File: src/design/conv_types_pkg.sv
package conv_types_pkg;

  ////////////////////////////////////////////////////////////////////
  // data widths

  typedef logic signed [15:0] pxl_t;
  typedef logic signed [15:0] weight_t;
  // full-width product of one pixel and one weight
  typedef logic signed [31:0] prod_t;
  // wide enough for 9 x CHANNEL_NUM_IN full-scale products
  typedef logic signed [39:0] acc_t;

  typedef logic [3:0] oc_idx_t;
  typedef logic [7:0] ic_idx_t;

  ////////////////////////////////////////////////////////////////////
  // beat and window formats

  // position tag carried with every beat
  typedef struct packed {
    oc_idx_t oc;
    ic_idx_t ic;
    logic    plane_first;
    logic    ic_last;
  } tag_t;

  typedef struct packed {
    pxl_t pxl;
    tag_t tag;
  } pxl_beat_t;

  // index r*3+c, row-major from the top-left pixel
  typedef struct packed {
    pxl_t [8:0] p;
  } window_t;

  typedef struct packed {
    weight_t [8:0] w;
  } kernel_t;

endpackage

File: src/design/line_window.sv
`timescale 1ns/1ps

module line_window #(
  parameter int IMAGE_WIDTH  = 8,
  parameter int IMAGE_HEIGHT = 8
) (
  input  logic                      clk,
  input  logic                      reset,
  input  logic                      beat_valid,
  input  conv_types_pkg::pxl_beat_t beat,
  output logic                      win_valid,
  output conv_types_pkg::window_t   window,
  output conv_types_pkg::tag_t      win_tag
);

  localparam int CW = $clog2(IMAGE_WIDTH);
  localparam int RW = $clog2(IMAGE_HEIGHT);

  logic [CW-1:0]        col_cnt;
  logic [CW-1:0]        cur_col;
  logic [RW-1:0]        row_cnt;
  logic [RW-1:0]        cur_row;
  conv_types_pkg::pxl_t line_0 [IMAGE_WIDTH];
  conv_types_pkg::pxl_t line_1 [IMAGE_WIDTH];

  // position of the incoming pixel
  assign cur_col = beat.tag.plane_first ? '0 : col_cnt;
  assign cur_row = beat.tag.plane_first ? '0 : row_cnt;

  always_ff @(posedge clk) begin
    if (reset) begin
      col_cnt   <= '0;
      row_cnt   <= '0;
      win_valid <= 1'b0;
    end else begin
      // border windows are dropped, valid convolution only
      win_valid <= beat_valid && (cur_col >= CW'(2)) && (cur_row >= RW'(2));
      if (beat_valid) begin
        if (cur_col == CW'(IMAGE_WIDTH - 1)) begin
          col_cnt <= '0;
          row_cnt <= cur_row + 1'b1;
        end else begin
          col_cnt <= cur_col + 1'b1;
          row_cnt <= cur_row;
        end
      end
    end
  end

  //////////////////////////////////////////////////////////////////////
  // line buffers and 3x3 window

  always_ff @(posedge clk) begin
    if (beat_valid) begin
      // line_0 end is one row up, line_1 end two rows up
      line_0[0] <= beat.pxl;
      line_1[0] <= line_0[IMAGE_WIDTH-1];
      for (int i = 1; i < IMAGE_WIDTH; i++) begin
        line_0[i] <= line_0[i-1];
        line_1[i] <= line_1[i-1];
      end

      // shift columns left, new column enters at the right
      for (int r = 0; r < 3; r++) begin
        window.p[r*3]   <= window.p[r*3+1];
        window.p[r*3+1] <= window.p[r*3+2];
      end
      window.p[2] <= line_1[IMAGE_WIDTH-1];
      window.p[5] <= line_0[IMAGE_WIDTH-1];
      window.p[8] <= beat.pxl;

      // tag of the bottom-right pixel
      win_tag <= beat.tag;
    end
  end

endmodule

File: config.mk
export PLATFORM = sky130hd
export DESIGN_NAME = line_window
export DESIGN_NICKNAME = d
export VERILOG_FILES = /design/src/design/conv_types_pkg.sv /design/src/design/line_window.sv
export SDC_FILE = /design/constraint.sdc
export NUM_CORES = 1
export LEC_CHECK = 0
export BUFFER_PORTS_ARGS = -buffer_cell sky130_fd_sc_hd__buf_2
export CORE_ASPECT_RATIO = 0.9
export CORE_MARGIN = 1
export CORE_UTILIZATION = 47
export CTS_CLUSTER_SIZE = 16
export DETAILED_ROUTE_END_ITERATION = 8
export PLACE_DENSITY_LB_ADDON = 0.1
export SYNTH_ARGS = -nofsm -noshare
export SYNTH_HDL_FRONTEND = slang
export SYNTH_SLANG_ARGS = --single-unit
export TNS_END_PERCENT = 30
File: constraint.sdc
create_clock -name clk -period 3.86 [get_ports clk]
set_input_delay 0.193 -clock clk [delete_from_list [all_inputs] [get_ports clk]]
set_output_delay 0.193 -clock clk [all_outputs]
set_load 0.1 [all_outputs]
==> metrics <==
biggest area consumer among synthesized cells sky130_fd_sc_hd__edfxtp_1; count of standard-cell rows 50; synthesized netlist net count 445; placed cells 839; number of buffers on the longest clock path 3; Largest stage delay, worst path 530 ps; Slew HR 61.2%; static leakage 4.71 nW; Critical Path End Type flop; end of the worst register-to-register path row_cnt[2]; slowest stage cell, crit path sky130_fd_sc_hd__dlygate4sd3_1; total negative slack 0 ps; largest clock skew in the final design 14.3 ps; fillcell total 1555; critical path peak fanout 10; total routed wirelength 13800 um; Final Power 8.12 mW; final std cells w/o fill 928; clock period minus final worst setup slack 1650 ps; sequential cell area in the final layout 9690 um^2; pins over their slew limit 0; critical path's top delay family buffers and inverters; status finished clean; H-tree depth 2; number of buffers added by the clock tree synthesis step 34; path type of the worst min-delay path input pin to flop; total number of nets in the final design 658; overflow left after global routing 0; worst-skew pair later-pin latency 490 ps; list of most frequent post-synthesis cells sky130_fd_sc_hd__edfxtp_1, sky130_fd_sc_hd__buf_4, sky130_fd_sc_hd__dfxtp_1; DR pass1 iterations 4; number of warnings printed during yosys synthesis 0; DRC marker count from the first detailed-route iteration 232; TritonCTS clock tree built; total power per unit cell area 641 nW/um^2; register clock-pin slew on the reported worst setup and hold paths 60 ps; ANT cells 0; area taken by multi-input logic gates 226 um^2; cells along the critical path dlygate4sd3_1 -> buf_2 -> or2b_1 -> inv_2 -> ha_1 -> ha_1 -> a21oi_1 -> o21ai_0 -> a21oi_1; fraction of layout instances using a drive strength above 1 37.9%; total non-filler cell area in the finished layout 12700 um^2; IO Pins 192; die span in x 158 um; leading post-synthesis cells by cell area sky130_fd_sc_hd__edfxtp_1, sky130_fd_sc_hd__buf_4, sky130_fd_sc_hd__dfxtp_1, sky130_fd_sc_hd__ha_1, sky130_fd_sc_hd__nor2_1; die span in y 142 um; number of endpoints with negative hold slack in the final report 0; TritonCTS Sinks 325; vias after detailed routing 4264; post-synthesis cell type count 24; Setup Buffers After CTS 0; Die ar. 22500 um^2; reg2reg path depth 7; leading register cell type out of synthesis sky130_fd_sc_hd__edfxtp_1; Total Routing Usage GR 12.2%; detailed placer's ending HPWL 7580 um; instance count along the most critical hold path 1; number of antenna violations at the first check in global routing 0; number of global-route vias before repair 4244; starting utilization of the core area 48.7%; number of enable-type register cells in the synthesized netlist 318; core area 21100 um^2; share of async-settable or async-resettable flops after synthesis 0%; sequential fraction of the synthesis area 94.1%; R2R setup slack 2320 ps; worst path buffer plus inverter count 3; post-synthesis sequential element count 325; number of max-cap violations 0; post-place instance area 11300 um^2; pin count of the biggest net entering global routing 92; routability congestion estimate 0.669; Min-Delay Endpoint window[136]; per-cell routed wire length 14.9 um; top cell type's share of synthesized area 92.8%; highest clock rate 607 MHz; RSZ-0062 raised after global routing no; layout-stage area growth over the synthesis result 23.0%; buffers added on ports 191; setup violation total in the final timing report 0; most common cell in the netlist sky130_fd_sc_hd__edfxtp_1; Critical R2R Launch col_cnt[0]; Synth Cell Area 10300 um^2; Req. time, crit path 4230 ps; CTS Root Buffer Type sky130_fd_sc_hd__clkbuf_16; Peak supply drop 0.000395 V; average cell area after synthesis 25.3 um^2; remaining design rule violation count 0; gate count after technology mapping 407; part of the cycle the worst path needs 42.7%; kind of critical path input pin to flop; kind of launch point of the worst setup path input pin; antenna viol nets, final 0; startpoint of the worst hold path beat_valid; routed vias/inst 4.59; worst endpoint data arrival time 2020 ps; first-pass GRT wire length 21100 um; Least-Margin Pin Slew 581 ps
sequential cells by signal, summed over array words and instances (netlist names):
signal and flops:
win_valid 1, line_0 83, window 109, win_tag 14, row_cnt 3, line_1 112, col_cnt 3
cell families after synthesis:
group / after synthesis / synth area share [%]
flip-flops: 325 / 94.1
buffers and inverters: 52 / 3.66
AND/OR/NAND/NOR: 14 / 0.729
AO/OA/AOI/OAI: 9 / 0.656
adder cells (fa/ha/maj): 5 / 0.608
multiplexers: 2 / 0.207
metal layers:
metal / routed length (um) / share of wire [%] / vias up / track usage [%]
met5: 0 / 0 / - / 0
met3: 1230 / 8.9 / 31 / 4.20
met1: 5860 / 42 / 2070 / 15.2
met4: 374 / 2.7 / 0 / 6.02
li1: - / - / 1981 / -
met2: 6350 / 46 / 182 / 19.2
timing repair:
action / 4_1_cts / 5_1_grt
gates resized for setup: 0 / 0
hold endpoints to repair: 37 / 0
endpoints found under the setup margin: 0 / 0
hold buffers: 31 / 0
worst max path at each step:
stage | start | depth (start not counted) | slack [ps] | endpoint
after floorplan | col_cnt[0] | 7 | 2530 | row_cnt[2]
after global placement | beat_valid | 2 | 2240 | line_0[1][19]
after detailed placement | beat_valid | 2 | 2210 | window[134]
after CTS | beat[1] | 9 | 2240 | row_cnt[0]
after global routing | beat[1] | 9 | 2130 | row_cnt[0]
final | beat[1] | 9 | 2210 | row_cnt[2]
per-stage QoR:
stage / util, % / hold WS, ps / worst slack [ps]
floorplan: - / 258 / 2530
global placement: 53.5 / 370 / 2240
detailed placement: 53.5 / 371 / 2210
CTS: 59.9 / 190 / 2240
global route: 59.9 / 200 / 2130
finish: 59.9 / 196 / 2210
where the power goes:
part / switching, mW / leakage [nW] / internal, mW / total (mW)
registers: 0.0654 / 3.17 / 4.11 / 4.18
logic: 0.843 / 1.03 / 0.106 / 0.949
clock network: 1.20 / 0.507 / 1.79 / 2.99
area by class of cell:
class	instances	share of cell area (%)
clock inverter	15	0.722
inverter	3	0.0890
clock buffer	43	7.49
sequential	325	76.6
timing repair buffer	226	10.5
tap	286	2.83
multi-input combinational	30	1.79
cell usage in the layout (no fill, tap or decap), types with 2 or more instances in the layout:
cell                              n
sky130_fd_sc_hd__edfxtp_1       318
sky130_fd_sc_hd__buf_2          190
sky130_fd_sc_hd__clkbuf_16       37
sky130_fd_sc_hd__dlygate4sd3_1   31
sky130_fd_sc_hd__clkinv_1         9
sky130_fd_sc_hd__dfxtp_1          7
sky130_fd_sc_hd__nor2_1           6
sky130_fd_sc_hd__clkbuf_1         6
sky130_fd_sc_hd__ha_1             5
sky130_fd_sc_hd__clkinv_2         4
sky130_fd_sc_hd__nor2b_1          2
sky130_fd_sc_hd__inv_2            2
sky130_fd_sc_hd__a32oi_1          2
sky130_fd_sc_hd__a21oi_1          2
sky130_fd_sc_hd__buf_12           2
sky130_fd_sc_hd__buf_4            2
Power figures use the tool's default switching activity.
