==> src/design/conv_types_pkg.sv <==
package conv_types_pkg;

  ////////////////////////////////////////////////////////////////////
  // data widths

  typedef logic signed [15:0] pxl_t;
  typedef logic signed [15:0] weight_t;
  // full-width product of one pixel and one weight
  typedef logic signed [31:0] prod_t;
  // wide enough for 9 x CHANNEL_NUM_IN full-scale products
  typedef logic signed [39:0] acc_t;

  typedef logic [3:0] oc_idx_t;
  typedef logic [7:0] ic_idx_t;

  ////////////////////////////////////////////////////////////////////
  // beat and window formats

  // position tag carried with every beat
  typedef struct packed {
    oc_idx_t oc;
    ic_idx_t ic;
    logic    plane_first;
    logic    ic_last;
  } tag_t;

  typedef struct packed {
    pxl_t pxl;
    tag_t tag;
  } pxl_beat_t;

  // index r*3+c, row-major from the top-left pixel
  typedef struct packed {
    pxl_t [8:0] p;
  } window_t;

  typedef struct packed {
    weight_t [8:0] w;
  } kernel_t;

endpackage

==> src/design/conv_ctrl_pkg.sv <==
package conv_ctrl_pkg;

  // input frame storage and replay
  typedef enum logic [1:0] {
    fill,
    wait_weights,
    replay
  } replay_state_t;

  // weight set loading
  typedef enum logic {
    load,
    ready
  } weight_state_t;

endpackage

==> src/design/frame_replay.sv <==
`timescale 1ns/1ps

module frame_replay #(
  parameter int IMAGE_WIDTH     = 8,
  parameter int IMAGE_HEIGHT    = 8,
  parameter int CHANNEL_NUM_IN  = 3,
  parameter int CHANNEL_NUM_OUT = 2
) (
  input  logic                      clk,
  input  logic                      reset,
  input  logic                      valid_in,
  input  conv_types_pkg::pxl_t      pxl_in,
  input  logic                      weights_ready,
  output logic                      beat_valid,
  output conv_types_pkg::pxl_beat_t beat
);

  localparam int PLANE = IMAGE_WIDTH * IMAGE_HEIGHT;
  localparam int FRAME = PLANE * CHANNEL_NUM_IN;
  localparam int AW    = $clog2(FRAME);
  localparam int PW    = $clog2(PLANE);

  conv_ctrl_pkg::replay_state_t state;
  conv_types_pkg::pxl_t         frame_mem [FRAME];
  logic [AW-1:0]                wr_addr;
  logic [AW-1:0]                rd_addr;
  logic [PW-1:0]                pix_cnt;
  conv_types_pkg::ic_idx_t      ic_cnt;
  conv_types_pkg::oc_idx_t      oc_cnt;
  logic                         plane_end;
  logic                         ic_end;
  logic                         oc_end;

  assign plane_end = (pix_cnt == PW'(PLANE - 1));
  assign ic_end    = (ic_cnt == conv_types_pkg::ic_idx_t'(CHANNEL_NUM_IN - 1));
  assign oc_end    = (oc_cnt == conv_types_pkg::oc_idx_t'(CHANNEL_NUM_OUT - 1));

  // pixels outside fill are dropped
  always_ff @(posedge clk) begin
    if (state == conv_ctrl_pkg::fill && valid_in) begin
      frame_mem[wr_addr] <= pxl_in;
    end
  end

  //////////////////////////////////////////////////////////////////////
  // fill / replay control

  always_ff @(posedge clk) begin
    if (reset) begin
      state   <= conv_ctrl_pkg::fill;
      wr_addr <= '0;
      rd_addr <= '0;
      pix_cnt <= '0;
      ic_cnt  <= '0;
      oc_cnt  <= '0;
    end else begin
      case (state)
        conv_ctrl_pkg::fill: begin
          if (valid_in) begin
            if (wr_addr == AW'(FRAME - 1)) begin
              wr_addr <= '0;
              state   <= weights_ready ? conv_ctrl_pkg::replay : conv_ctrl_pkg::wait_weights;
            end else begin
              wr_addr <= wr_addr + 1'b1;
            end
          end
        end
        conv_ctrl_pkg::wait_weights: begin
          if (weights_ready) begin
            state <= conv_ctrl_pkg::replay;
          end
        end
        default: begin
          // walk pixel, then input channel, then output channel
          pix_cnt <= plane_end ? '0 : pix_cnt + 1'b1;
          rd_addr <= (plane_end && ic_end) ? '0 : rd_addr + 1'b1;
          if (plane_end) begin
            ic_cnt <= ic_end ? '0 : ic_cnt + 1'b1;
            if (ic_end) begin
              oc_cnt <= oc_end ? '0 : oc_cnt + 1'b1;
              if (oc_end) begin
                state <= conv_ctrl_pkg::fill;
              end
            end
          end
        end
      endcase
    end
  end

  // one beat per replay cycle, no gaps
  assign beat_valid = (state == conv_ctrl_pkg::replay);

  always_comb begin
    beat.pxl             = frame_mem[rd_addr];
    beat.tag.oc          = oc_cnt;
    beat.tag.ic          = ic_cnt;
    beat.tag.plane_first = (pix_cnt == '0);
    beat.tag.ic_last     = ic_end;
  end

endmodule

==> config.mk <==
export PLATFORM = sky130hd
export DESIGN_NAME = frame_replay
export DESIGN_NICKNAME = d
export VERILOG_FILES = /design/src/design/conv_types_pkg.sv /design/src/design/conv_ctrl_pkg.sv /design/src/design/frame_replay.sv
export SDC_FILE = /design/constraint.sdc
export NUM_CORES = 2
export LEC_CHECK = 0
export ABC_AREA = 1
export BUFFER_PORTS_ARGS = -buffer_cell sky130_fd_sc_hd__buf_2
export CORE_ASPECT_RATIO = 1.5
export CORE_MARGIN = 2
export CORE_UTILIZATION = 37
export CTS_CLUSTER_DIAMETER = 120
export DETAILED_ROUTE_END_ITERATION = 16
export PLACE_DENSITY = 0.62
export SLEW_MARGIN = 5
export SYNTH_ARGS = -nofsm -noshare
export SYNTH_HDL_FRONTEND = slang
export SYNTH_SLANG_ARGS = --single-unit
==> constraint.sdc <==
create_clock -name clk -period 3.58 [get_ports clk]
set_clock_uncertainty 0.15 [all_clocks]
set_input_delay 0 -clock clk [delete_from_list [all_inputs] [get_ports clk]]
set_output_delay 0 -clock clk [all_outputs]
set_load 0.01 [all_outputs]
==> impl_metrics.tcl <==
set metrics [dict create \
    io_pins 51 \
    io_buffers 50 \
    outcome "finished with violations" \
    clk_latency_ns 0.89 \
    synth_area_um2 125000 \
    via_count 86951 \
    syn_to_final_growth_pct 19.9 \
    cap_violations 0 \
    syn_inst 10255 \
    power_leakage_uw 0.0515 \
    start_util_pct 37.1 \
    drt_iter0_drc 11045 \
    grt_usage_pct 23.4 \
    cts_root_buffer "clkbuf_16" \
    critPathKind "reg2out" \
    synth_top_area_share_pct 73.8 \
    rows 261 \
    grt_pass1_wl_um 588000 \
    setup_slack_ns -0.0811 \
    die_w_um 478 \
    finalSetupViolCount 14 \
    grt_start_max_net_pins 106 \
    finalCritPeriodShare_pct 102 \
    path_clk_slew_ns 0.06 \
    cp_max_fo 21 \
    core-area_um2 336000 \
    avgSynthCellArea_um2 12.2 \
    critPathCaptureType "output port" \
    rsz0062_at_grt "yes" \
    yosys_warnings 0 \
    worst_slew_pin_slew_ns 1.44 \
    dieArea_um2 342000 \
    hold_viol 0 \
    finalWirelength_um 419000 \
    timing.fmax_mhz 273 \
    drc 0 \
    ys_ff_latch 3116 \
    cts-buffers-inserted 298 \
    ff2ff_setup_slack_ns 0.25 \
    gr-total-overflow 0 \
    routedWlPerCell_um 27.4 \
    arrival_ns 3.51 \
    critPathLaunchType "flop" \
    design_area_um2 150000 \
    slew_violations 0 \
    h-tree-depth 5 \
    ant_nets 0 \
    violations "setup timing" \
    synth.area.top_cells "edfxtp_1 (74%), nand3_1 (9.6%), nand2_1 (8.0%), nor2_1 (1.9%), o21ai_0 (1.5%)" \
    finalCriticalPeriod_ns 3.66 \
    cts_sinks 3116 \
    dieHeight_um 716 \
    synth_top_cell_by_area "edfxtp_1" \
    crit_required_ns 3.43 \
    hpwl_um 228000 \
    fillCellCount 29756 \
    final_util_pct 44.5 \
    antenna_found_initial 9 \
    synth_edf_count 3072 \
    cts_buffer_depth 4 \
    placed_area_um2 133000 \
    drive_above_1_share_pct 14.8 \
    vdd_drop_max_uv 341 \
    final_nets 10637 \
    power-per-cell-area_nw_per_um2 485 \
    hp-class "in2reg" \
    synth.distinct_cells 34 \
    place.gp.congestion 0.914 \
    ys.flop_type "edfxtp_1" \
    slew_headroom_pct 3.80 \
    firstDrtPassIters 7 \
    syn-num-nets 10284 \
    vias_per_cell 5.68 \
    async_reset_ff_share_pct 0 \
    yosysSeqAreaShare_pct 74.5 \
    cts_tree "done" \
    grt_pass1_vias 82828 \
]
power by group:
| part | switching (uW) | total (uW) | internal (uW) |
|---|---|---|---|
| Clock | 13700 | 31300 | 17500 |
| Combinational | 1020 | 1220 | 197 |
| Sequential | 8.89 | 40100 | 40100 |
| Total | 14700 | 72600 | 57800 |
state kept, by name (all words and copies together), names as in the netlist, named ones only:
signal / flops
oc_cnt: 4
state: 2
ic_cnt: 8
rd_addr: 8
frame_mem: 3072
pix_cnt: 6
wr_addr: 8
layout by cell type, fill, tap and decap left out, types with 25 or more instances in the layout:
master         count
nand3_4           89
clkbuf_16        329
nand3_1         2035
nand2_4           30
clkinv_1          72
nor2_1           617
buf_16            99
buf_6             51
buf_12            83
clkinv_2          37
o22ai_1          173
inv_1             70
buf_4            382
edfxtp_1        3072
nand3_2          272
nand2_1         2576
bufbuf_16         26
dlygate4sd3_1     27
a21oi_1           50
bufinv_16         25
clkbuf_1          47
dfxtp_1           38
o21ai_0          370
nand2_2           39
per-layer routing:
metal / share of wire (%) / GRT usage, % / vias to the layer above
li1: - / - / 37584
met5: 0.0031 / 0 / -
met1: 35 / 27.5 / 43335
met3: 8.2 / 3.18 / 1111
met4: 9.0 / 18.4 / 2
met2: 48 / 38.8 / 4919
cell type report:
cell class | instances | area (um2) | share of cell area (%)
Sequential cell | 3116 | 93100 | 62.2
Antenna cell | 5 | 12.5 | 0.00836
Timing Repair inverter | 6 | 78.8 | 0.0526
Clock buffer | 357 | 7890 | 5.27
Inverter | 77 | 370 | 0.247
Clock inverter | 160 | 1470 | 0.982
Tap cell | 4471 | 5590 | 3.74
Multi-Input combinational cell | 6371 | 31200 | 20.8
Timing Repair Buffer | 738 | 10000 | 6.68
metrics by stage:
stage | total power, uW | std cells | setup slack, ns | TNS, ns | hold WS (ns)
finish | 72600 | 15301 | -0.0811 | -0.601 | 0.0541
global route | 74000 | 15298 | -0.113 | -1.13 | 0.0730
CTS | 72800 | 15265 | -0.116 | -1.39 | 0.00708
detailed placement | 42000 | 14591 | 0.0188 | 0 | 0.198
global placement | 42000 | 14591 | 0.00938 | 0 | 0.175
floorplan | 41000 | 10255 | 0.595 | 0 | -0.0511
cells in the mapped netlist, types with 9 or more instances:
master	count
o22ai_1	185
nand3_1	2396
buf_6	37
nor2_1	634
buf_1	93
nand2_1	2647
a21oi_1	55
dfxtp_1	44
buf_2	254
inv_1	72
clkbuf_1	270
o21ai_1	13
nor3_1	10
o31ai_1	9
edfxtp_1	3072
o21ai_0	384
buf_4	36
ha_1	9
logic make-up (layout without fill, tap and decap cells):
group / after synthesis / count (layout) / synth area share, %
AOI/OAI and AO/OA: 656 / 656 / 2.85
xor gates and xnor gates: 7 / 7 / 0.0491
adders and majority gates: 9 / 9 / 0.0901
buffers and inverters: 768 / 1338 / 2.90
DFF: 3116 / 3116 / 74.5
other: 0 / 5 / 0
and+or+nand+nor: 5699 / 5699 / 19.6
final timing paths:
path               from                  to  depth (start not counted)
max                flop            beat[29]                         15
min          pxl_in[15]  frame_mem[112][15]                          2
max reg2reg  wr_addr[0]            state[0]                         11
min reg2reg  pix_cnt[0]          pix_cnt[0]                          2
repair_timing:
action,4_1_cts,5_1_grt
hold buffers,27,0
gates cloned,75,24
resized for setup,557,279
setup endpoints to repair,16,17
hold endpoints to repair,2334,0
buffers inserted,57,10
pin swaps,74,126
worst max-delay path, cell delays in order, from the launching register on:
cell     delay (ns)
dfxtp_4        0.36
buf_12         0.15
buf_12         0.16
buf_4          0.19
buf_16         0.17
nand3_1        0.12
nand3_2        0.18
nand3_2        0.16
nand3_4        0.15
nand3_2        0.19
nand3_2        0.15
nand2_1        0.09
nand2_1        0.06
nand2_2        0.13
buf_6          0.15
buf_6          0.12
Power figures use the tool's default switching activity.
